<file path="src/hdl/ad5676_pkg.sv">
package ad5676_pkg;

  //////////////////////////////////////////////////
  // Chip and SPI frame

  localparam int NUM_CH         = 8;
  localparam int CH_W           = 3;
  localparam int CODE_W         = 16;
  localparam int ABS_W          = 15;  // Magnitude of a signed value
  localparam int FRAME_BITS     = 24;  // Cmd, zero bit, channel, code
  localparam int CONV_CYCLES    = 17;  // Conversion time in clock cycles
  // n_cs high time covers conversion and one frame length
  localparam int CS_HIGH_CYCLES = (CONV_CYCLES > FRAME_BITS) ? CONV_CYCLES : FRAME_BITS;
  localparam int SPI_CNT_W      = $clog2(CS_HIGH_CYCLES);

  localparam logic [3:0] SPI_CMD_REG_WRITE = 4'b0001; // Write input register, load on LDAC

  localparam int CODE_MID = 32767;              // Offset code of zero
  localparam logic [15:0] CODE_FORBIDDEN = 16'hFFFF;

  typedef logic [CODE_W-1:0]        code_t;
  typedef logic signed [CODE_W-1:0] cal_t;
  typedef logic [ABS_W-1:0]         abs_t;
  typedef logic signed [CODE_W:0]   sval_t;   // Signed value with calibration headroom

  //////////////////////////////////////////////////
  // Conversions

  function automatic sval_t offset_to_signed(code_t code);
    return $signed({1'b0, code}) - sval_t'(CODE_MID);
  endfunction

  function automatic code_t signed_to_offset(sval_t val);
    sval_t sum;
    sum = val + sval_t'(CODE_MID); // Range checked before this
    return sum[CODE_W-1:0];
  endfunction

  function automatic abs_t signed_to_abs(sval_t val);
    sval_t mag;
    mag = val[CODE_W] ? -val : val;
    return mag[ABS_W-1:0];
  endfunction

  function automatic logic [FRAME_BITS-1:0] spi_write_frame(logic [CH_W-1:0] ch, code_t code);
    return {SPI_CMD_REG_WRITE, 1'b0, ch, code};
  endfunction

endpackage

</file>
<file path="src/hdl/dac_cmd_pkg.sv">
package dac_cmd_pkg;

  //////////////////////////////////////////////////
  // Command opcodes

  typedef enum logic [1:0] {
    op_no_op   = 2'b00, // Delay or trigger wait
    op_dac_wr  = 2'b01, // Four pair words follow
    op_set_cal = 2'b10, // One channel calibration
    op_cancel  = 2'b11  // Ends a delay or trigger wait, no LDAC
  } cmd_op_t;

  //////////////////////////////////////////////////
  // Command word layout

  localparam int OP_MSB   = 31;
  localparam int OP_LSB   = 30;
  localparam int TRIG_BIT = 29; // Wait for trigger instead of delay
  localparam int CONT_BIT = 28; // Next command must already be queued
  localparam int LDAC_BIT = 27; // Pulse LDAC when the wait ends

  // Delay count sits in the low bits
  localparam int DELAY_W = 26;

  // Set-cal layout, channel above a 16-bit signed value
  localparam int CAL_CH_LSB = 16;

  // Largest calibration magnitude accepted
  localparam int ABS_CAL_MAX = 4096;

  //////////////////////////////////////////////////
  // DAC write payload

  // Pair words after each DAC write command
  localparam int PAIRS_PER_WRITE = 4;

  // Pair counter in the sequencer
  localparam int PAIR_CNT_W = $clog2(PAIRS_PER_WRITE);

endpackage
</file>
<file path="src/hdl/dac_pair_if.sv">
// One calibrated channel pair, value pipe to SPI writer
interface dac_pair_if import ad5676_pkg::*; ();

  logic            valid;  // Pair ready, held until taken
  logic [CH_W-1:0] chan;   // Even channel of the pair
  code_t           code_a; // Code for chan
  code_t           code_b; // Code for chan+1
  logic            taken;  // Writer starts the pair this cycle

  modport source (
    output valid,
    output chan,
    output code_a,
    output code_b,
    input  taken
  );

  modport sink (
    input  valid,
    input  chan,
    input  code_a,
    input  code_b,
    output taken
  );

endinterface

</file>
<file path="src/hdl/ad5676_dac_ctrl.sv">
module ad5676_dac_ctrl import ad5676_pkg::*; (
  input  logic                    clk,
  input  logic                    resetn,
  // Show-ahead command FIFO
  input  logic [31:0]             cmd_word,
  input  logic                    cmd_buf_empty,
  output logic                    cmd_word_rd_en,
  // Trigger and shared LDAC
  input  logic                    trigger,
  input  logic                    ldac_shared,
  output logic                    waiting_for_trig,
  // Sticky errors
  output logic                    cmd_buf_underflow,
  output logic                    unexp_trig,
  output logic                    cal_oob,
  output logic                    dac_val_oob,
  output logic [NUM_CH*ABS_W-1:0] abs_dac_val_concat,
  // DAC pins
  output logic                    n_cs,
  output logic                    mosi,
  output logic                    ldac
);

  logic pair_pop;  // Pair word taken from the FIFO
  logic cal_wr;    // Set-cal word at the FIFO head
  logic halt;
  logic val_fault;
  logic pair_done; // Both frames of a pair sent

  dac_pair_if pair_if ();

  dac_cmd_sequencer u_seq (
    .clk               (clk),
    .resetn            (resetn),
    .cmd_word          (cmd_word),
    .cmd_buf_empty     (cmd_buf_empty),
    .trigger           (trigger),
    .ldac_shared       (ldac_shared),
    .val_fault         (val_fault),
    .pair_done         (pair_done),
    .cmd_word_rd_en    (cmd_word_rd_en),
    .pair_pop          (pair_pop),
    .cal_wr            (cal_wr),
    .ldac              (ldac),
    .halt              (halt),
    .waiting_for_trig  (waiting_for_trig),
    .cmd_buf_underflow (cmd_buf_underflow),
    .unexp_trig        (unexp_trig)
  );

  dac_value_pipe u_pipe (
    .clk                (clk),
    .resetn             (resetn),
    .cmd_word           (cmd_word),
    .pair_pop           (pair_pop),
    .cal_wr             (cal_wr),
    .ldac               (ldac),
    .halt               (halt),
    .val_fault          (val_fault),
    .cal_oob            (cal_oob),
    .dac_val_oob        (dac_val_oob),
    .abs_dac_val_concat (abs_dac_val_concat),
    .pair               (pair_if.source)
  );

  spi_frame_writer u_spi (
    .clk       (clk),
    .resetn    (resetn),
    .halt      (halt),
    .pair      (pair_if.sink),
    .pair_done (pair_done),
    .n_cs      (n_cs),
    .mosi      (mosi)
  );

endmodule

</file>
<file path="src/hdl/spi_frame_writer.sv">
module spi_frame_writer import ad5676_pkg::*; (
  input  logic      clk,
  input  logic      resetn,
  input  logic      halt,
  dac_pair_if.sink  pair,
  output logic      pair_done,
  output logic      n_cs,
  output logic      mosi
);

  typedef enum logic [1:0] {
    wr_idle,  // Waiting for a pair
    wr_gap,   // n_cs high spacing
    wr_shift  // n_cs low, bits going out
  } wr_state_t;

  wr_state_t                state;
  logic                     second;    // Second frame of the pair
  logic [SPI_CNT_W-1:0]     cnt;       // Gap or bit counter
  logic [2*FRAME_BITS-1:0]  shift_reg; // Both frames, first one on top

  assign pair.taken = pair.valid && (state == wr_idle) && !halt;
  assign mosi = !n_cs && shift_reg[2*FRAME_BITS-1]; // MSB first, low between frames

  //////////////////////////////////////////////////
  // Chip select and frame sequencing

  always_ff @(posedge clk) begin
    if (!resetn) begin
      state     <= wr_idle;
      second    <= 1'b0;
      cnt       <= '0;
      n_cs      <= 1'b1;
      pair_done <= 1'b0;
    end else if (halt) begin
      state     <= wr_idle; // Frame in flight is dropped
      second    <= 1'b0;
      n_cs      <= 1'b1;
      pair_done <= 1'b0;
    end else begin
      pair_done <= 1'b0;
      case (state)
        wr_idle: begin
          if (pair.taken) begin
            state  <= wr_gap;
            second <= 1'b0;
            cnt    <= SPI_CNT_W'(CS_HIGH_CYCLES - 1);
          end
        end
        wr_gap: begin
          if (cnt == '0) begin
            n_cs  <= 1'b0;
            cnt   <= SPI_CNT_W'(FRAME_BITS - 1);
            state <= wr_shift;
          end else begin
            cnt <= cnt - 1'b1;
          end
        end
        wr_shift: begin
          if (cnt == '0) begin
            n_cs <= 1'b1; // Frame complete
            if (second) begin
              state     <= wr_idle;
              pair_done <= 1'b1;
            end else begin
              second <= 1'b1;
              cnt    <= SPI_CNT_W'(CS_HIGH_CYCLES - 1);
              state  <= wr_gap;
            end
          end else begin
            cnt <= cnt - 1'b1;
          end
        end
        default: state <= wr_idle;
      endcase
    end
  end

  // Odd channel frame rides below the even one
  always_ff @(posedge clk) begin
    if (pair.taken) begin
      shift_reg <= {spi_write_frame(pair.chan, pair.code_a),
                    spi_write_frame({pair.chan[CH_W-1:1], 1'b1}, pair.code_b)};
    end else if (state == wr_shift) begin
      shift_reg <= {shift_reg[2*FRAME_BITS-2:0], 1'b0};
    end
  end

endmodule

</file>
<file path="src/hdl/dac_value_pipe.sv">
module dac_value_pipe import dac_cmd_pkg::*, ad5676_pkg::*; (
  input  logic                    clk,
  input  logic                    resetn,
  input  logic [31:0]             cmd_word,
  input  logic                    pair_pop,
  input  logic                    cal_wr,
  input  logic                    ldac,
  input  logic                    halt,
  output logic                    val_fault,
  output logic                    cal_oob,
  output logic                    dac_val_oob,
  output logic [NUM_CH*ABS_W-1:0] abs_dac_val_concat,
  dac_pair_if.source              pair
);

  cal_t            cal_tab [NUM_CH]; // Per-channel calibration
  abs_t            abs_tab [NUM_CH]; // Last written magnitudes
  cal_t            cal_val;
  logic [CH_W-1:0] cal_ch;
  logic            cal_ok;
  code_t           code_lo;
  code_t           code_hi;
  logic            code_bad;
  logic [CH_W-2:0] pair_idx; // Wraps after the last pair, so each write starts at 0
  logic            s1_valid;
  logic            s2_valid;
  logic [CH_W-1:0] s1_chan;
  logic [CH_W-1:0] s2_chan;
  sval_t           s1_a, s1_b;
  sval_t           s2_a, s2_b;
  logic            s2_oob;

  assign cal_val  = $signed(cmd_word[CODE_W-1:0]);
  assign cal_ch   = cmd_word[CAL_CH_LSB +: CH_W];
  assign cal_ok   = (cal_val <= ABS_CAL_MAX) && (cal_val >= -ABS_CAL_MAX);
  assign code_lo  = cmd_word[CODE_W-1:0];        // Even channel
  assign code_hi  = cmd_word[2*CODE_W-1:CODE_W]; // Odd channel
  assign code_bad = (code_lo == CODE_FORBIDDEN) || (code_hi == CODE_FORBIDDEN);
  assign s2_oob   = (s2_a > sval_t'(CODE_MID)) || (s2_a < -sval_t'(CODE_MID))
                    || (s2_b > sval_t'(CODE_MID)) || (s2_b < -sval_t'(CODE_MID));
  assign val_fault = cal_oob || dac_val_oob;

  //////////////////////////////////////////////////
  // Calibration table

  always_ff @(posedge clk) begin
    if (!resetn) begin
      for (int i = 0; i < NUM_CH; i++) begin
        cal_tab[i] <= '0;
      end
      cal_oob <= 1'b0;
    end else if (cal_wr) begin
      if (cal_ok) cal_tab[cal_ch] <= cal_val;
      else cal_oob <= 1'b1; // Table left as it was
    end
  end

  //////////////////////////////////////////////////
  // Stages 1 and 2, convert then add calibration

  always_ff @(posedge clk) begin
    if (!resetn) begin
      s1_valid <= 1'b0;
      s2_valid <= 1'b0;
      pair_idx <= '0;
    end else begin
      s1_valid <= pair_pop && !code_bad && !halt;
      s2_valid <= s1_valid && !halt;
      if (pair_pop) pair_idx <= pair_idx + 1'b1;
    end
  end

  always_ff @(posedge clk) begin
    if (pair_pop) begin
      s1_chan <= {pair_idx, 1'b0};
      s1_a    <= offset_to_signed(code_lo);
      s1_b    <= offset_to_signed(code_hi);
    end
    s2_chan <= s1_chan;
    s2_a    <= s1_a + cal_tab[s1_chan];
    s2_b    <= s1_b + cal_tab[{s1_chan[CH_W-1:1], 1'b1}];
  end

  //////////////////////////////////////////////////
  // Stage 3, range check and hand-off

  always_ff @(posedge clk) begin
    if (!resetn) begin
      pair.valid  <= 1'b0;
      dac_val_oob <= 1'b0;
      for (int i = 0; i < NUM_CH; i++) begin
        abs_tab[i] <= '0;
      end
    end else begin
      if ((pair_pop && code_bad) || (s2_valid && s2_oob)) dac_val_oob <= 1'b1;
      if (s2_valid && !s2_oob && !halt) begin
        pair.valid                              <= 1'b1;
        abs_tab[s2_chan]                        <= signed_to_abs(s2_a);
        abs_tab[{s2_chan[CH_W-1:1], 1'b1}]      <= signed_to_abs(s2_b);
      end else if (pair.taken || halt) begin
        pair.valid <= 1'b0;
      end
    end
  end

  always_ff @(posedge clk) begin
    if (s2_valid) begin
      pair.chan   <= s2_chan;
      pair.code_a <= signed_to_offset(s2_a);
      pair.code_b <= signed_to_offset(s2_b);
    end
  end

  // Snapshot follows the LDAC pulse
  always_ff @(posedge clk) begin
    if (!resetn) begin
      abs_dac_val_concat <= '0;
    end else if (ldac) begin
      for (int i = 0; i < NUM_CH; i++) begin
        abs_dac_val_concat[i*ABS_W +: ABS_W] <= abs_tab[i];
      end
    end
  end

endmodule

</file>
<file path="src/hdl/dac_cmd_sequencer.sv">
module dac_cmd_sequencer import dac_cmd_pkg::*; (
  input  logic        clk,
  input  logic        resetn,
  input  logic [31:0] cmd_word,
  input  logic        cmd_buf_empty,
  input  logic        trigger,
  input  logic        ldac_shared,
  input  logic        val_fault,
  input  logic        pair_done,
  output logic        cmd_word_rd_en,
  output logic        pair_pop,
  output logic        cal_wr,
  output logic        ldac,
  output logic        halt,
  output logic        waiting_for_trig,
  output logic        cmd_buf_underflow,
  output logic        unexp_trig
);

  typedef enum logic [2:0] {
    st_idle,
    st_delay,
    st_trig_wait,
    st_dac_wr,
    st_error
  } state_t;

  state_t                state;
  cmd_op_t               op;
  logic                  do_trig;   // Latched command bits
  logic                  do_cont;
  logic                  do_ldac;
  logic [DELAY_W-1:0]    delay_cnt;
  logic                  need_pair; // Writer wants the next pair word
  logic [PAIR_CNT_W-1:0] pair_cnt;
  logic                  wait_end;
  logic                  cancel_hit;
  logic                  idle_pop;
  logic                  trig_err;
  logic                  under_err;
  logic                  err_now;

  //////////////////////////////////////////////////
  // Decode and pop

  assign op = cmd_op_t'(cmd_word[OP_MSB:OP_LSB]);

  assign wait_end = ((state == st_delay) && (delay_cnt == '0))
                    || ((state == st_trig_wait) && trigger);
  // Cancel only acts on a running wait
  assign cancel_hit = ((state == st_delay) || (state == st_trig_wait))
                      && !cmd_buf_empty && (op == op_cancel);
  assign idle_pop = (state == st_idle) && !cmd_buf_empty;

  // Trigger outside a trigger wait, or shared LDAC while frames go out
  assign trig_err = (trigger && (state != st_trig_wait))
                    || (ldac_shared && (state == st_dac_wr));
  // A word is required but the FIFO has none
  assign under_err = cmd_buf_empty
                     && (((state == st_dac_wr) && need_pair) || (wait_end && do_cont));
  assign err_now = trig_err || under_err || val_fault;

  assign pair_pop = (state == st_dac_wr) && need_pair && !cmd_buf_empty && !err_now;
  assign cal_wr = idle_pop && (op == op_set_cal) && !err_now;
  assign cmd_word_rd_en = pair_pop || ((idle_pop || cancel_hit) && !err_now);

  assign halt = (state == st_error) || val_fault; // Fault flag halts at once
  assign waiting_for_trig = (state == st_trig_wait);

  //////////////////////////////////////////////////
  // Command FSM

  always_ff @(posedge clk) begin
    if (!resetn) begin
      state     <= st_idle;
      do_trig   <= 1'b0;
      do_cont   <= 1'b0;
      do_ldac   <= 1'b0;
      delay_cnt <= '0;
      need_pair <= 1'b0;
      pair_cnt  <= '0;
    end else if (err_now) begin
      state     <= st_error; // Sticky until reset
      need_pair <= 1'b0;
    end else begin
      case (state)
        st_idle: begin
          if (!cmd_buf_empty) begin
            do_trig   <= cmd_word[TRIG_BIT];
            do_cont   <= cmd_word[CONT_BIT];
            do_ldac   <= cmd_word[LDAC_BIT];
            delay_cnt <= cmd_word[DELAY_W-1:0]; // Counted after the frames
            pair_cnt  <= '0;
            case (op)
              op_no_op:  state <= cmd_word[TRIG_BIT] ? st_trig_wait : st_delay;
              op_dac_wr: begin
                state     <= st_dac_wr;
                need_pair <= 1'b1; // First pair right after the command
              end
              default:   state <= st_idle; // Set-cal handled by the pipe
            endcase
          end
        end
        st_dac_wr: begin
          if (pair_pop) need_pair <= 1'b0;
          if (pair_done) begin
            if (pair_cnt == PAIR_CNT_W'(PAIRS_PER_WRITE - 1)) begin
              state <= do_trig ? st_trig_wait : st_delay; // All eight frames sent
            end else begin
              pair_cnt  <= pair_cnt + 1'b1;
              need_pair <= 1'b1;
            end
          end
        end
        st_delay, st_trig_wait: begin
          if (cancel_hit || wait_end) state <= st_idle;
          else if (state == st_delay) delay_cnt <= delay_cnt - 1'b1;
        end
        default: state <= st_error; // Error holds
      endcase
    end
  end

  //////////////////////////////////////////////////
  // LDAC and error flags

  always_ff @(posedge clk) begin
    if (!resetn) ldac <= 1'b0;
    else ldac <= wait_end && do_ldac && !cancel_hit && !err_now; // One-cycle pulse
  end

  always_ff @(posedge clk) begin
    if (!resetn) begin
      cmd_buf_underflow <= 1'b0;
      unexp_trig        <= 1'b0;
    end else begin
      if (under_err) cmd_buf_underflow <= 1'b1;
      if (trig_err) unexp_trig <= 1'b1;
    end
  end

endmodule

</file>
<file path="config.mk">
export PLATFORM = sky130hd
export DESIGN_NAME = ad5676_dac_ctrl
export DESIGN_NICKNAME = d
export VERILOG_FILES = /design/src/hdl/ad5676_pkg.sv /design/src/hdl/dac_cmd_pkg.sv /design/src/hdl/dac_pair_if.sv /design/src/hdl/ad5676_dac_ctrl.sv /design/src/hdl/spi_frame_writer.sv /design/src/hdl/dac_value_pipe.sv /design/src/hdl/dac_cmd_sequencer.sv
export SDC_FILE = /design/constraint.sdc
export NUM_CORES = 1
export LEC_CHECK = 0
export BUFFER_PORTS_ARGS = -buffer_cell sky130_fd_sc_hd__clkbuf_2
export CAP_MARGIN = 30
export CORE_MARGIN = 5
export CORE_UTILIZATION = 45
export CTS_CLUSTER_SIZE = 14
export DETAILED_ROUTE_END_ITERATION = 10
export HOLD_SLACK_MARGIN = 0.06
export SETUP_SLACK_MARGIN = 0.2
export SLEW_MARGIN = 20
export SYNTH_ARGS = -nofsm -noshare
export SYNTH_HDL_FRONTEND = slang
export SYNTH_HIERARCHICAL = 1
export SYNTH_SLANG_ARGS = --single-unit
</file>
<file path="constraint.sdc">
create_clock -name clk -period 7.6 [get_ports clk]
set_clock_uncertainty 0.1 [all_clocks]
set_input_delay 0.38 -clock clk [delete_from_list [all_inputs] [get_ports clk]]
set_output_delay 0.38 -clock clk [all_outputs]
set_load 0.02 [all_outputs]
</file>
==> Yosys cells after proc, flatten, opt, wreduce, memory -nomap -nowiden <==
Memory sizes are Yosys's and may differ from the RTL's. A register that Yosys moved wholly into a read port is not among the register bits.
Cells that the tools add are included.
{ "word_totals": {"inputBits": 37, "wordCells": 245, "memories": 2, "ff_bits": 209, "mem_bits_rw": 248, "out_inout_bits": 129} }
{ "classes": {"magnitude_cmp": 6, "n_reduce_logical": 91, "n_mux": 64, "n_addsub": 12, "n_bitwise": 7, "eq_ne": 29} }
{ "memory_table": {"columns": ["memory", "depth", "word_bits", "read_ports", "rd_clocked_by_memory_dff", "write_ports", "line_no", "rtl"], "rows": [
  ["u_pipe.cal_tab", 8, 16, 2, 2, 8, "dac_value_pipe.sv:16", "cal_t cal_tab [NUM_CH];"],
  ["u_pipe.abs_tab", 8, 15, 8, 8, 8, "dac_value_pipe.sv:17", "abs_t abs_tab [NUM_CH];"]
]} }
{ "op_table": {"columns": ["op", "n"], "rows": [
  ["2-to-1 mux 43 bit", 2],
  ["2-to-1 mux 26 bit", 3],
  ["2-to-1 mux 15 bit", 4],
  ["one-hot mux 26 bit (2 select lines)", 1],
  ["adder 17 x 16 -> 17 bit", 2],
  ["> comparator 17 x 16 -> 1 bit (second input constant)", 2],
  ["< comparator 17 x 16 -> 1 bit (second input constant)", 2],
  ["subtractor 16 x 15 -> 17 bit (second input constant)", 2],
  ["adder 16 bit (second input constant)", 2],
  ["== test 16 bit (second input constant)", 2],
  ["2-to-1 mux 3 bit", 10],
  ["negation 15 bit", 2],
  ["OR reduction 15 bit", 2],
  ["logical AND 1 bit", 29],
  ["zero test 26 bit", 1],
  ["subtractor 26 x 1 -> 26 bit (second input constant)", 1],
  ["2-to-1 mux 1 bit", 23],
  ["2-to-1 mux 5 bit", 4],
  ["logical OR 1 bit", 17],
  [">= comparator 16 x 13 -> 1 bit (second input constant)", 1],
  ["less-or-equal comparator 16 x 14 -> 1 bit (second input constant)", 1],
  ["2-to-1 mux 16 bit", 1],
  ["2-to-1 mux 2 bit", 8],
  ["OR reduction 16 bit", 1],
  ["31 further kinds", 86]
]} }

==> Longest topological paths before layout <==
Gate-level depths: netlist of the first run.
{ "logic_depth": {"word_depth": 15, "ltp_mapped": 13, "mapped_depth_nobuf": 11} }

==> Hierarchy <==
The synthesis of the first run kept the hierarchy.
{ "by_module_without_submodules": {"columns": ["module", "cells_per_inst", "area_each_um2", "seq_area_each_um2", "instances"], "rows": [
  ["dac_value_pipe", 1582, 20582.2, 12852.3, 1],
  ["spi_frame_writer", 259, 2622.5, 1531.5, 1],
  ["dac_cmd_sequencer", 337, 2543.7, 760.7, 1]
]} }

==> Least setup slack after synthesis of the first run <==
OpenSTA, ideal clock, no wires.
{ "synth_path": {"path_kind": "register to register", "from": "register u_pipe.dac_val_oob", "to": "memory u_pipe/cal_tab[7][0] (netlist name) (enable)", "setup_slack_ps": 3762, "arrival_time_ps": 3326, "path_buffers": 1, "setup_time_ps": 411, "path_stages_with_launch": 9, "required_ps": 7089, "period_less_slack_ps": 3838, "cell_sequence": "dfxtp_1 -> or2_2 -> nor4_1 -> nand2_1 -> nor3b_1 -> nand2_1 -> or3_1 -> buf_2 -> o21ai_0"} }
{ "synth_lines": {"columns": ["item", "line_no", "rtl"], "rows": [
  ["start: declaration", "dac_value_pipe.sv:11", "output logic dac_val_oob,"],
  ["start signal: assignment", "dac_value_pipe.sv:90", "dac_val_oob <= 1'b0;"],
  ["start signal: assignment", "dac_value_pipe.sv:95", "if ((pair_pop && code_bad) || (s2_valid && s2_oob)) dac_val_oob <= 1'b1;"],
  ["end: declaration", "dac_value_pipe.sv:16", null]
]} }

==> run_summary.xml, run 1 <==
<?xml version="1.0" encoding="UTF-8"?>
<metrics>
  <group name="power">
    <metric name="power_leakage" unit="nW">10.7</metric>
    <metric name="finalPower" unit="mW">7.56</metric>
    <metric name="total_power_divided_by_cell_area" unit="nW/um2">257</metric>
    <metric name="irDropWorstVdd" unit="mV">0.188</metric>
  </group>
  <group name="placed_design">
    <metric name="gp_congestion" unit="">0.891</metric>
    <metric name="port_buffers" unit="">165</metric>
    <metric name="half_perimeter_wire_length_after_detailed_placement" unit="mm">40.8</metric>
  </group>
  <group name="clocking">
    <metric name="tritoncts" unit="">built</metric>
    <metric name="clkSlewWorstSetupHoldPaths" unit="ns">0.06</metric>
    <metric name="cts_root_buf" unit="">clkbuf_16</metric>
    <metric name="numCtsBuffers" unit="">60</metric>
    <metric name="clk_path_buf_depth" unit="">3</metric>
    <metric name="post-cts-setup-buffer-count" unit="">0</metric>
    <metric name="post_cts.resized_instances" unit="">0</metric>
    <metric name="clock_latency" unit="ns">0.63</metric>
    <metric name="h-tree-depth" unit="">2</metric>
    <metric name="tritoncts_num_sinks" unit="">579</metric>
    <metric name="number_of_buffers_inserted_for_hold_repair_after_clock_tree_synthesis" unit="">17</metric>
  </group>
  <group name="timing">
    <metric name="period_needed" unit="ns">4.36</metric>
    <metric name="maxClockFrequency" unit="GHz">0.230</metric>
    <metric name="hold_viol_final" unit="">0</metric>
    <metric name="final-setup-viol-count" unit="">0</metric>
    <metric name="drv_slew" unit="">0</metric>
    <metric name="measured_slew_at_the_worst_slew_check_pin" unit="ns">0.928</metric>
    <metric name="grt_setup_unrepaired" unit="">false</metric>
    <metric name="slew_headroom" unit="%">38.0</metric>
    <metric name="fin_crit_sh" unit="%">57.3</metric>
    <metric name="timing.setup.tns" unit="ns">0</metric>
  </group>
  <group name="min_path">
    <metric name="hold_path_startpoint" unit="">cmd_word[31]</metric>
    <metric name="worstHoldEndpoint" unit="">u_pipe/s1_b[16]$_DFFE_PP_</metric>
    <metric name="min-delay-path-class" unit="">primary input to flop</metric>
    <metric name="timing.hold.worst_path_depth" unit="">2</metric>
  </group>
  <group name="final_layout">
    <metric name="num_antenna_cells" unit="">0</metric>
    <metric name="nets" unit="">2400</metric>
    <metric name="layout_top_registers" unit="">u_pipe/cal_tab x128, u_pipe/abs_dac_val_concat x120, u_pipe/abs_tab x120</metric>
    <metric name="post_route_cells_drive_above_1_share" unit="%">15.3</metric>
    <metric name="max_reg_flops" unit="">128</metric>
    <metric name="mostFrequentLayoutCells" unit="">355 x edfxtp_1, 222 x dfxtp_1, 196 x nor2_1</metric>
    <metric name="layout_commonest_cell" unit="">edfxtp_1</metric>
    <metric name="register_with_the_most_flip_flops" unit="">u_pipe/cal_tab</metric>
    <metric name="area.growth.synth_to_final" unit="%">14.2</metric>
  </group>
  <group name="global_route">
    <metric name="first_global_vias" unit="">16269</metric>
    <metric name="largest_net_degree_at_the_start_of_global_routing" unit="">89</metric>
    <metric name="grt_antenna_before_repair" unit="">0</metric>
    <metric name="grt_pass1_wl" unit="mm">93.0</metric>
    <metric name="globalRouteTotalUtil" unit="%">18.4</metric>
    <metric name="grt.overflow.total" unit="">0</metric>
  </group>
  <group name="setup_path">
    <metric name="critical_path.n_buffers_inverters" unit="">0</metric>
    <metric name="critical_path_peak_fanout" unit="">17</metric>
    <metric name="crit_path_cell_trace" unit="">or2_2 -&gt; nor4_1 -&gt; nand2_1 -&gt; nor3b_1 -&gt; nand2_1 -&gt; nor3_1 -&gt; nor3b_2 -&gt; nand2b_1</metric>
    <metric name="worst_ep_arrival_time" unit="ns">4.48</metric>
    <metric name="cp.required" unit="ns">7.72</metric>
    <metric name="critical_path.startpoint_type" unit="">flop</metric>
    <metric name="worst_path_max_delay_cell" unit="">nor3b_2</metric>
    <metric name="peak_per_stage_delay_on_the_critical_path" unit="ns">0.67</metric>
    <metric name="worst_setup_path_end_kind" unit="">flop</metric>
    <metric name="worst_r2r_startpoint" unit="">u_pipe/dac_val_oob$_SDFFE_PN0P_</metric>
    <metric name="regToRegEndpoint" unit="">u_pipe/cal_tab[0][14]$_SDFFCE_PN0P_</metric>
    <metric name="ff2ff_setup_slack" unit="ns">3.24</metric>
    <metric name="reg2regPathDepth" unit="">8</metric>
    <metric name="critical_path_class" unit="">flop to flop</metric>
    <metric name="crit_family" unit="">simple AND/OR/NAND/NOR gates</metric>
    <metric name="cpMostUsedCell" unit="">nand2_1</metric>
  </group>
  <group name="floorplanning">
    <metric name="num_io_pins" unit="">166</metric>
    <metric name="floorplan.initialDensity" unit="%">45.6</metric>
    <metric name="chipHeight" unit="um">249</metric>
    <metric name="placeableCoreArea" unit="um2">56500</metric>
    <metric name="fp.dieW" unit="um">249</metric>
    <metric name="core.rowCount" unit="">87</metric>
    <metric name="die_area" unit="um2">62100</metric>
  </group>
  <group name="yosys">
    <metric name="synth_edf_count" unit="">355</metric>
    <metric name="synth-warning-count" unit="">6</metric>
    <metric name="synth_area" unit="um2">25700</metric>
    <metric name="avgSynthCellArea" unit="um2">11.8</metric>
    <metric name="ys_ff_latch" unit="">579</metric>
    <metric name="ys.flop_type" unit="">edfxtp_1</metric>
    <metric name="synthDistinctLibCells" unit="">89</metric>
    <metric name="syn_nets" unit="">2265</metric>
    <metric name="yosysSeqAreaShare" unit="%">58.8</metric>
    <metric name="async_flop_share" unit="%">0</metric>
    <metric name="postSynthCellCount" unit="">2178</metric>
  </group>
  <group name="run">
    <metric name="max_cap_viol_count" unit="">0</metric>
  </group>
  <group name="detailed_routing">
    <metric name="initialDrtViolationCount" unit="">1318</metric>
    <metric name="via_per_inst" unit="">5.29</metric>
    <metric name="detail_route.first_pass.iterations" unit="">5</metric>
    <metric name="via_count" unit="">16512</metric>
    <metric name="drc_errors" unit="">0</metric>
    <metric name="wl_per_cell" unit="um">18.9</metric>
    <metric name="postRouteWirelength" unit="mm">58.9</metric>
    <metric name="antenna_violating_nets_post_route" unit="">0</metric>
  </group>
  <group name="status">
    <metric name="run_status" unit="">completed</metric>
  </group>
</metrics>
[layout make-up]
class | instances | area, um2
fill | 4876 | 27100
sequential | 579 | 15100
multi-input combinational | 1430 | 9830
clock buffer | 70 | 1610
timing repair buffer | 199 | 1140
tap | 756 | 946
clock inverter | 44 | 569
inverter | 43 | 161
[kinds of logic (layout without fill, tap and decap cells)]
logic type	Yosys count	in the layout	synth area share [%]
AOI/OAI and AO/OA	246	246	6.10
xor gates and xnor gates	113	113	3.84
adders and majority gates	50	50	2.49
buffers and inverters	169	356	3.04
DFF	579	579	58.8
muxes	171	171	8.21
other	1	1	0.0146
and+or+nand+nor	849	849	17.5
[worst register-to-register path, delay by kind of cell (launching register included)]
family	cells	cell delay (ns)
DFF	1	0.32
and+or+nand+nor	8	3.54
[power breakdown]
group / internal [mW] / leakage [nW] / total [mW] / switching, mW
registers: 3.51 / 5.35 / 3.61 / 0.103
logic: 0.274 / 4.26 / 0.781 / 0.506
clock network: 1.90 / 1.06 / 3.16 / 1.26
[synthesized netlist by cell type (21+ instances only)]
cell / count / area, um2
clkbuf_1: 65 / 244
edfxtp_1: 355 / 10700
xnor2_1: 57 / 499
nand2b_1: 21 / 131
nor4_1: 21 / 131
nand2_1: 169 / 634
nor2b_1: 131 / 820
a21oi_1: 68 / 340
nor2_1: 196 / 736
nand3_1: 45 / 225
dfxtp_1: 224 / 4480
xor2_1: 56 / 490
ha_1: 48 / 601
o21ai_0: 67 / 335
inv_1: 41 / 154
mux4_2: 32 / 721
and2_1: 124 / 776
buf_2: 23 / 115
mux2i_1: 137 / 1370
nor3_1: 33 / 165
[metrics by stage]
| stage | area [um2] | setup slack [ns] | hold WS, ns | util, % | cells |
|---|---|---|---|---|---|
| floorplan | 25700 | 3.76 | 0.244 | - | 2178 |
| global placement | 27000 | 3.35 | 0.262 | 47.8 | 2988 |
| detailed placement | 27000 | 3.28 | 0.268 | 47.9 | 2989 |
| CTS | 29400 | 3.24 | 0.0606 | 52.0 | 3120 |
| global route | 29400 | 2.92 | 0.0935 | 52.0 | 3121 |
| finish | 29400 | 3.24 | 0.0935 | 52.0 | 3121 |
[how the worst max path moves through the flow]
stage | cells past startpoint | from | slack [ns] | endpoint
floorplan | 8 | u_pipe/dac_val_oob$_SDFFE_PN0P_ | 3.76 | u_pipe/cal_tab[7][0]$_SDFFCE_PN0P_
global placement | 8 | u_pipe/dac_val_oob$_SDFFE_PN0P_ | 3.35 | u_pipe/cal_tab[0][11]$_SDFFCE_PN0P_
detailed placement | 8 | u_pipe/dac_val_oob$_SDFFE_PN0P_ | 3.28 | u_pipe/cal_tab[0][11]$_SDFFCE_PN0P_
CTS | 8 | u_pipe/dac_val_oob$_SDFFE_PN0P_ | 3.24 | u_pipe/cal_tab[0][14]$_SDFFCE_PN0P_
global route | 8 | u_pipe/dac_val_oob$_SDFFE_PN0P_ | 2.92 | u_pipe/cal_tab[0][10]$_SDFFCE_PN0P_
finish | 8 | u_pipe/dac_val_oob$_SDFFE_PN0P_ | 3.24 | u_pipe/cal_tab[0][14]$_SDFFCE_PN0P_
[layer usage]
layer | part of all wire [%] | track usage [%] | up-vias
met5 | 0 | 0 | -
li1 | - | - | 8016
met1 | 46 | 25.7 | 7947
met4 | 2.3 | 5.10 | 0
met3 | 5.6 | 3.13 | 93
met2 | 46 | 29.8 | 456
No activity file was read; power rests on OpenSTA's default activity.
==> run 2, diff against run 1 <==
==> constraint.sdc (replaced) <==
create_clock -name clk -period 4.15 [get_ports clk]
set_clock_uncertainty 0.1 [all_clocks]
set_input_delay 0.2075 -clock clk [delete_from_list [all_inputs] [get_ports clk]]
set_output_delay 0.2075 -clock clk [all_outputs]
set_load 0.02 [all_outputs]
==> run 2 against run 1 <==
Effect of this change:
- maximum frequency increased by 22%
- critical endpoint is now u_pipe/cal_tab[1][0]$_SDFFCE_PN0P_
- register-to-register slack got worse by 2.7 ns
- routed wire length barely moved
- critical path depth up 1
- highest routed layer unchanged
==> run_summary.xml, run 2 (synthesis gave the netlist of run 1 again) <==
<?xml version="1.0" encoding="UTF-8"?>
<metrics>
  <group name="final_layout">
    <metric name="finalInstanceArea" unit="um2">29800</metric>
    <metric name="max_reg_flops" unit="">128</metric>
    <metric name="nets" unit="">2454</metric>
    <metric name="layout_top_registers" unit="">u_pipe/cal_tab x128, u_pipe/abs_dac_val_concat x120, u_pipe/abs_tab x120</metric>
    <metric name="post_route_cells_drive_above_1_share" unit="%">15.8</metric>
    <metric name="mostFrequentLayoutCells" unit="">355 x edfxtp_1, 222 x dfxtp_1, 196 x nor2_1</metric>
    <metric name="register_with_the_most_flip_flops" unit="">u_pipe/cal_tab</metric>
    <metric name="area.growth.synth_to_final" unit="%">15.8</metric>
    <metric name="num_antenna_cells" unit="">0</metric>
    <metric name="layout_commonest_cell" unit="">edfxtp_1</metric>
  </group>
  <group name="setup_path">
    <metric name="worst_setup_path_end_kind" unit="">flop</metric>
    <metric name="critical_path_peak_fanout" unit="">9</metric>
    <metric name="critical_path.startpoint_type" unit="">flop</metric>
    <metric name="worst_ep_arrival_time" unit="ns">3.78</metric>
    <metric name="critical_path_class" unit="">flop to flop</metric>
    <metric name="cp.required" unit="ns">4.37</metric>
  </group>
  <group name="timing">
    <metric name="drv_slew" unit="">0</metric>
    <metric name="finalWorstSetupSlack" unit="ns">0.593</metric>
    <metric name="timing.setup.tns" unit="ns">0</metric>
    <metric name="slew_headroom" unit="%">38.2</metric>
    <metric name="period_needed" unit="ns">3.56</metric>
    <metric name="measured_slew_at_the_worst_slew_check_pin" unit="ns">0.926</metric>
    <metric name="grt_setup_unrepaired" unit="">false</metric>
    <metric name="maxClockFrequency" unit="GHz">0.281</metric>
    <metric name="fin_crit_sh" unit="%">85.7</metric>
    <metric name="holdWs" unit="ns">0.0981</metric>
    <metric name="hold_viol_final" unit="">0</metric>
    <metric name="final-setup-viol-count" unit="">0</metric>
  </group>
  <group name="status">
    <metric name="run_status" unit="">completed</metric>
  </group>
  <group name="floorplanning">
    <metric name="placeableCoreArea" unit="um2">56500</metric>
    <metric name="num_io_pins" unit="">166</metric>
    <metric name="floorplan.initialDensity" unit="%">45.6</metric>
    <metric name="chipHeight" unit="um">249</metric>
    <metric name="fp.dieW" unit="um">249</metric>
    <metric name="core.rowCount" unit="">87</metric>
    <metric name="die_area" unit="um2">62100</metric>
  </group>
  <group name="placed_design">
    <metric name="port_buffers" unit="">165</metric>
    <metric name="placement.setup.worst_slack" unit="ns">0.615</metric>
    <metric name="half_perimeter_wire_length_after_detailed_placement" unit="mm">41.1</metric>
    <metric name="gp_congestion" unit="">0.898</metric>
    <metric name="post_dp_cell_area" unit="um2">27300</metric>
  </group>
  <group name="power">
    <metric name="p_clk_share" unit="%">41.1</metric>
    <metric name="sw_frac_of_total" unit="%">24.6</metric>
    <metric name="finalPower" unit="mW">13.7</metric>
    <metric name="power_frac_comb" unit="%">10.7</metric>
    <metric name="power.sequential.fraction" unit="%">48.2</metric>
    <metric name="irDropWorstVdd" unit="mV">0.371</metric>
    <metric name="power_switching" unit="mW">3.37</metric>
    <metric name="total_internal_power" unit="mW">10.3</metric>
    <metric name="power_leakage" unit="nW">10.9</metric>
    <metric name="total_power_divided_by_cell_area" unit="nW/um2">460</metric>
  </group>
  <group name="global_route">
    <metric name="grt.overflow.total" unit="">0</metric>
    <metric name="largest_net_degree_at_the_start_of_global_routing" unit="">75</metric>
    <metric name="first_global_vias" unit="">16521</metric>
    <metric name="globalRouteTotalUtil" unit="%">18.6</metric>
    <metric name="grt_pass1_wl" unit="mm">94.3</metric>
    <metric name="grt_antenna_before_repair" unit="">0</metric>
  </group>
  <group name="clocking">
    <metric name="clk_path_buf_depth" unit="">3</metric>
    <metric name="tritoncts_num_sinks" unit="">579</metric>
    <metric name="numCtsBuffers" unit="">60</metric>
    <metric name="tritoncts" unit="">built</metric>
    <metric name="clkSlewWorstSetupHoldPaths" unit="ns">0.06</metric>
    <metric name="clock_latency" unit="ns">0.62</metric>
    <metric name="h-tree-depth" unit="">2</metric>
    <metric name="cts_root_buf" unit="">clkbuf_16</metric>
  </group>
  <group name="detailed_routing">
    <metric name="wl_per_cell" unit="um">18.6</metric>
    <metric name="drc_errors" unit="">0</metric>
    <metric name="postRouteWirelength" unit="mm">58.9</metric>
    <metric name="detail_route.first_pass.iterations" unit="">5</metric>
    <metric name="via_per_inst" unit="">5.28</metric>
    <metric name="via_count" unit="">16755</metric>
    <metric name="antenna_violating_nets_post_route" unit="">0</metric>
    <metric name="initialDrtViolationCount" unit="">1172</metric>
  </group>
  <group name="run">
    <metric name="max_cap_viol_count" unit="">0</metric>
  </group>
  <group name="min_path">
    <metric name="min-delay-path-class" unit="">primary input to flop</metric>
  </group>
</metrics>
run 2: changes by cell type in the layout (fill, tap and decap cells not counted), moves of 2 or more:
cell / change
clkinv_2: -7
dlygate4sd3_1: +21
clkinvlp_4: -3
clkbuf_8: +4
clkbuf_1: +8
buf_4: +32
bufinv_16: -2
run 2: timing repair:
item,CTS,global route
resized for setup,0,0
buffers inserted,0,0
endpoints found under the hold margin,108,0
hold buffers,38,0
run 2: power by group through the flow:
stage | logic (mW) | registers, mW | clock network [mW]
floorplan | 1.07 | 6.66 | 0
global placement | 1.41 | 6.72 | 0
detailed placement | 1.45 | 6.73 | 0
CTS | 1.48 | 6.61 | 5.78
global route | 1.63 | 6.64 | 6.00
finish | 1.47 | 6.61 | 5.63
run 2: cell type report:
| class | instances | area (um2) |
|---|---|---|
| Fill cell | 4804 | 26700 |
| Sequential cell | 579 | 15100 |
| Clock inverter | 32 | 439 |
| Multi-Input combinational cell | 1430 | 9820 |
| Inverter | 43 | 161 |
| Tap cell | 756 | 946 |
| Clock buffer | 81 | 1670 |
| Timing Repair Buffer | 253 | 1620 |
run 2: worst paths after layout:
check | start | end | slack, ns | cells past startpoint
worst min register to register | u_pipe/s1_chan[1]$_DFFE_PP_ | u_pipe/s2_chan[1]$_DFF_P_ | 0.25 | 0
worst max register to register | u_pipe/dac_val_oob$_SDFFE_PN0P_ | u_pipe/cal_tab[1][0]$_SDFFCE_PN0P_ | 0.59 | 9
worst min-delay path | cmd_word[5] | u_pipe/cal_tab[5][5]$_SDFFCE_PN0P_ | 0.1 | 3
worst max-delay path | u_pipe/dac_val_oob$_SDFFE_PN0P_ | u_pipe/cal_tab[1][0]$_SDFFCE_PN0P_ | 0.59 | 9
run 2: worst max-delay path, stage by stage, from the launching register on:
cell and delay (ns):
dfxtp_1 0.32, or2_2 0.33, nor4_1 0.46, nand2_1 0.24, nor3b_1 0.30, nand2_1 0.23, or3_1 0.52, nor3_4 0.17
nand2b_1 0.35, buf_4 0.22
run 2: per-stage QoR:
step | instances | utilization [%]
5_1_grt | 3174 | 52.8
3_3_place_gp | 3022 | 48.3
6_report | 3174 | 52.8
2_1_floorplan | 2178 | -
3_5_place_dp | 3022 | 48.3
4_1_cts | 3173 | 52.7
run 2: routing by layer:
metal	GRT usage (%)	wire, um	vias to the layer above
met5	0	0	-
met4	4.80	1390	0
met3	2.74	3040	82
met2	30.9	27800	453
met1	25.7	26700	8088
li1	-	-	8132
==> run 3, diff against run 2 <==
--- a/config.mk
+++ b/config.mk
@@ -5,12 +5,12 @@
 export SDC_FILE = /design/constraint.sdc
 export NUM_CORES = 1
 export LEC_CHECK = 0
-export BUFFER_PORTS_ARGS = -buffer_cell sky130_fd_sc_hd__clkbuf_2
 export CAP_MARGIN = 30
 export CORE_MARGIN = 5
 export CORE_UTILIZATION = 45
 export CTS_CLUSTER_SIZE = 14
 export DETAILED_ROUTE_END_ITERATION = 10
+export DONT_BUFFER_PORTS = 1
 export HOLD_SLACK_MARGIN = 0.06
 export SETUP_SLACK_MARGIN = 0.2
 export SLEW_MARGIN = 20
==> run 3 against run 2 <==
Effect of this change:
- core utilization is 1.4 points lower
- worst setup slack worse by 0.16 ns
- cell count is 4.9% lower
- largest cell class unchanged
- hold slack better by 0.017 ns
- die area did not move
==> run_summary.xml, run 3 (synthesis gave the netlist of run 1 again) <==
<?xml version="1.0" encoding="UTF-8"?>
<metrics>
  <group name="power">
    <metric name="total_power_divided_by_cell_area" unit="nW/um2">466</metric>
    <metric name="p_clk_share" unit="%">40.3</metric>
    <metric name="total_internal_power" unit="mW">10.1</metric>
    <metric name="power_switching" unit="mW">3.40</metric>
    <metric name="finalPower" unit="mW">13.5</metric>
    <metric name="power_leakage" unit="nW">10.1</metric>
    <metric name="irDropWorstVdd" unit="mV">0.317</metric>
    <metric name="power.sequential.fraction" unit="%">49.0</metric>
    <metric name="sw_frac_of_total" unit="%">25.1</metric>
    <metric name="power_frac_comb" unit="%">10.7</metric>
  </group>
  <group name="detailed_routing">
    <metric name="via_count" unit="">16236</metric>
    <metric name="antenna_violating_nets_post_route" unit="">0</metric>
    <metric name="via_per_inst" unit="">5.38</metric>
    <metric name="wl_per_cell" unit="um">20.3</metric>
    <metric name="drc_errors" unit="">0</metric>
    <metric name="detail_route.first_pass.iterations" unit="">5</metric>
    <metric name="postRouteWirelength" unit="mm">61.4</metric>
    <metric name="initialDrtViolationCount" unit="">1394</metric>
  </group>
  <group name="final_layout">
    <metric name="mostFrequentLayoutCells" unit="">355 x edfxtp_1, 222 x dfxtp_1, 196 x nor2_1</metric>
    <metric name="register_with_the_most_flip_flops" unit="">u_pipe/cal_tab</metric>
    <metric name="fillers" unit="">4854</metric>
    <metric name="area.growth.synth_to_final" unit="%">12.6</metric>
    <metric name="max_reg_flops" unit="">128</metric>
    <metric name="layout_commonest_cell" unit="">edfxtp_1</metric>
    <metric name="post_route_cells_drive_above_1_share" unit="%">9.55</metric>
    <metric name="layout_top_registers" unit="">u_pipe/cal_tab x128, u_pipe/abs_dac_val_concat x120, u_pipe/abs_tab x120</metric>
    <metric name="nets" unit="">2297</metric>
  </group>
  <group name="setup_path">
    <metric name="critical_path.startpoint_type" unit="">flop</metric>
    <metric name="cp.required" unit="ns">4.35</metric>
    <metric name="crit_path_cell_trace" unit="">or2_2 -&gt; nor4_1 -&gt; nand2_1 -&gt; nor3b_1 -&gt; buf_4 -&gt; nand2_1 -&gt; nor2_1 -&gt; nand2_1 -&gt; nor3_4 -&gt; nand2b_1 -&gt; buf_4</metric>
    <metric name="critical_path_class" unit="">flop to flop</metric>
    <metric name="critical_path_peak_fanout" unit="">16</metric>
    <metric name="timing.critical_path.from" unit="">u_pipe/cal_oob$_SDFFE_PN0P_</metric>
    <metric name="reg2regPathDepth" unit="">11</metric>
    <metric name="worst_path_max_delay_cell" unit="">nor4_1</metric>
    <metric name="worst_setup_path_end_kind" unit="">flop</metric>
    <metric name="cpMostUsedCell" unit="">nand2_1</metric>
    <metric name="peak_per_stage_delay_on_the_critical_path" unit="ns">0.47</metric>
    <metric name="worst_r2r_startpoint" unit="">u_pipe/cal_oob$_SDFFE_PN0P_</metric>
    <metric name="worst_ep_arrival_time" unit="ns">3.92</metric>
  </group>
  <group name="timing">
    <metric name="measured_slew_at_the_worst_slew_check_pin" unit="ns">1.04</metric>
    <metric name="holdWs" unit="ns">0.115</metric>
    <metric name="period_needed" unit="ns">3.72</metric>
    <metric name="drv_slew" unit="">0</metric>
    <metric name="hold_viol_final" unit="">0</metric>
    <metric name="fin_crit_sh" unit="%">89.5</metric>
    <metric name="grt_setup_unrepaired" unit="">false</metric>
    <metric name="maxClockFrequency" unit="GHz">0.269</metric>
    <metric name="slew_headroom" unit="%">30.3</metric>
    <metric name="timing.setup.tns" unit="ns">0</metric>
    <metric name="final-setup-viol-count" unit="">0</metric>
  </group>
  <group name="min_path">
    <metric name="min-delay-path-class" unit="">primary input to flop</metric>
    <metric name="hold_path_startpoint" unit="">cmd_word[15]</metric>
    <metric name="timing.hold.worst_path_depth" unit="">4</metric>
  </group>
  <group name="clocking">
    <metric name="clk_path_buf_depth" unit="">3</metric>
    <metric name="clkSlewWorstSetupHoldPaths" unit="ns">0.07</metric>
    <metric name="cts_root_buf" unit="">clkbuf_16</metric>
    <metric name="post-cts-setup-buffer-count" unit="">0</metric>
    <metric name="h-tree-depth" unit="">2</metric>
    <metric name="tritoncts_num_sinks" unit="">579</metric>
    <metric name="clock_latency" unit="ns">0.63</metric>
    <metric name="tritoncts" unit="">built</metric>
    <metric name="numCtsBuffers" unit="">61</metric>
  </group>
  <group name="global_route">
    <metric name="grt.overflow.total" unit="">0</metric>
    <metric name="grt_antenna_before_repair" unit="">3</metric>
    <metric name="first_global_vias" unit="">15825</metric>
    <metric name="largest_net_degree_at_the_start_of_global_routing" unit="">172</metric>
    <metric name="globalRouteTotalUtil" unit="%">19.1</metric>
    <metric name="grt_pass1_wl" unit="mm">94.7</metric>
  </group>
  <group name="floorplanning">
    <metric name="die_area" unit="um2">62100</metric>
    <metric name="fp.dieW" unit="um">249</metric>
    <metric name="num_io_pins" unit="">166</metric>
    <metric name="chipHeight" unit="um">249</metric>
    <metric name="floorplan.initialDensity" unit="%">45.6</metric>
    <metric name="core.rowCount" unit="">87</metric>
    <metric name="placeableCoreArea" unit="um2">56500</metric>
  </group>
  <group name="run">
    <metric name="max_cap_viol_count" unit="">0</metric>
  </group>
  <group name="placed_design">
    <metric name="gp_congestion" unit="">0.848</metric>
    <metric name="half_perimeter_wire_length_after_detailed_placement" unit="mm">40.8</metric>
    <metric name="port_buffers" unit="">0</metric>
  </group>
  <group name="status">
    <metric name="run_status" unit="">completed</metric>
  </group>
</metrics>
-- run 3: cell count changes in the layout (fill, tap and decap cells not counted), sizes merged --
cell	before	now
buf	51	44
bufinv	9	4
clkbuf	245	91
clkinvlp	2	7
diode	0	3
dlygate4sd3	38	51
inv	44	48
clkinv	20	7
-- run 3: worst max-delay path: cells and delay by family (launching register included) --
kind,cells,cell delay (ns)
AND/OR/NAND/NOR,9,2.45
buffers and inverters,2,0.43
flip-flops,1,0.40
-- run 3: per-layer routing --
layer	track usage (%)	vias up	wire length, um
li1	-	7818	-
met1	26.2	7812	26900
met2	30.8	504	28600
met3	4.17	100	4240
met4	5.52	2	1630
met5	0	-	13
-- run 3: worst paths after layout --
kind	slack, ns	end
max reg2reg	0.43	u_pipe/cal_tab[3][1]$_SDFFCE_PN0P_
max	0.43	u_pipe/cal_tab[3][1]$_SDFFCE_PN0P_
min reg2reg	0.26	u_pipe/s2_chan[2]$_DFF_P_
min	0.12	u_pipe/dac_val_oob$_SDFFE_PN0P_
-- run 3: layout make-up --
type / instances / area, um2 / share of cell area [%]
multi-input combinational: 1430 / 9830 / 33.9
inverter: 43 / 161 / 0.556
tap: 756 / 946 / 3.26
clock inverter: 23 / 287 / 0.988
timing repair buffer: 95 / 886 / 3.05
clock buffer: 91 / 1740 / 6.00
sequential: 579 / 15100 / 52.2
antenna: 3 / 7.51 / 0.0259
-- run 3: timing repair --
| item | in CTS | in global routing |
|---|---|---|
| gates resized for setup | 0 | 1 |
| hold buffers | 52 | 0 |
| setup endpoints to repair | 0 | 16 |
| endpoints found under the hold margin | 567 | 0 |
-- run 3: power groups by stage --
stage          registers, mW  logic, mW  clock network (mW)
2_1_floorplan           6.66       1.07                   0
3_3_place_gp            6.73       1.29                   0
3_5_place_dp            6.74       1.32                   0
6_report                6.62       1.45                5.45
5_1_grt                 6.65       1.59                5.85
4_1_cts                 6.62       1.44                5.60
-- run 3: through the flow --
step / utilization, % / instances / setup slack [ns] / instance area [um2]
6_report: 51.3 / 3020 / 0.435 / 29000
2_1_floorplan: - / 2178 / 0.312 / 25700
5_1_grt: 51.3 / 3019 / 0.289 / 29000
3_5_place_dp: 46.8 / 2851 / 0.478 / 26400
4_1_cts: 51.3 / 3017 / 0.482 / 29000
3_3_place_gp: 46.8 / 2851 / 0.596 / 26400
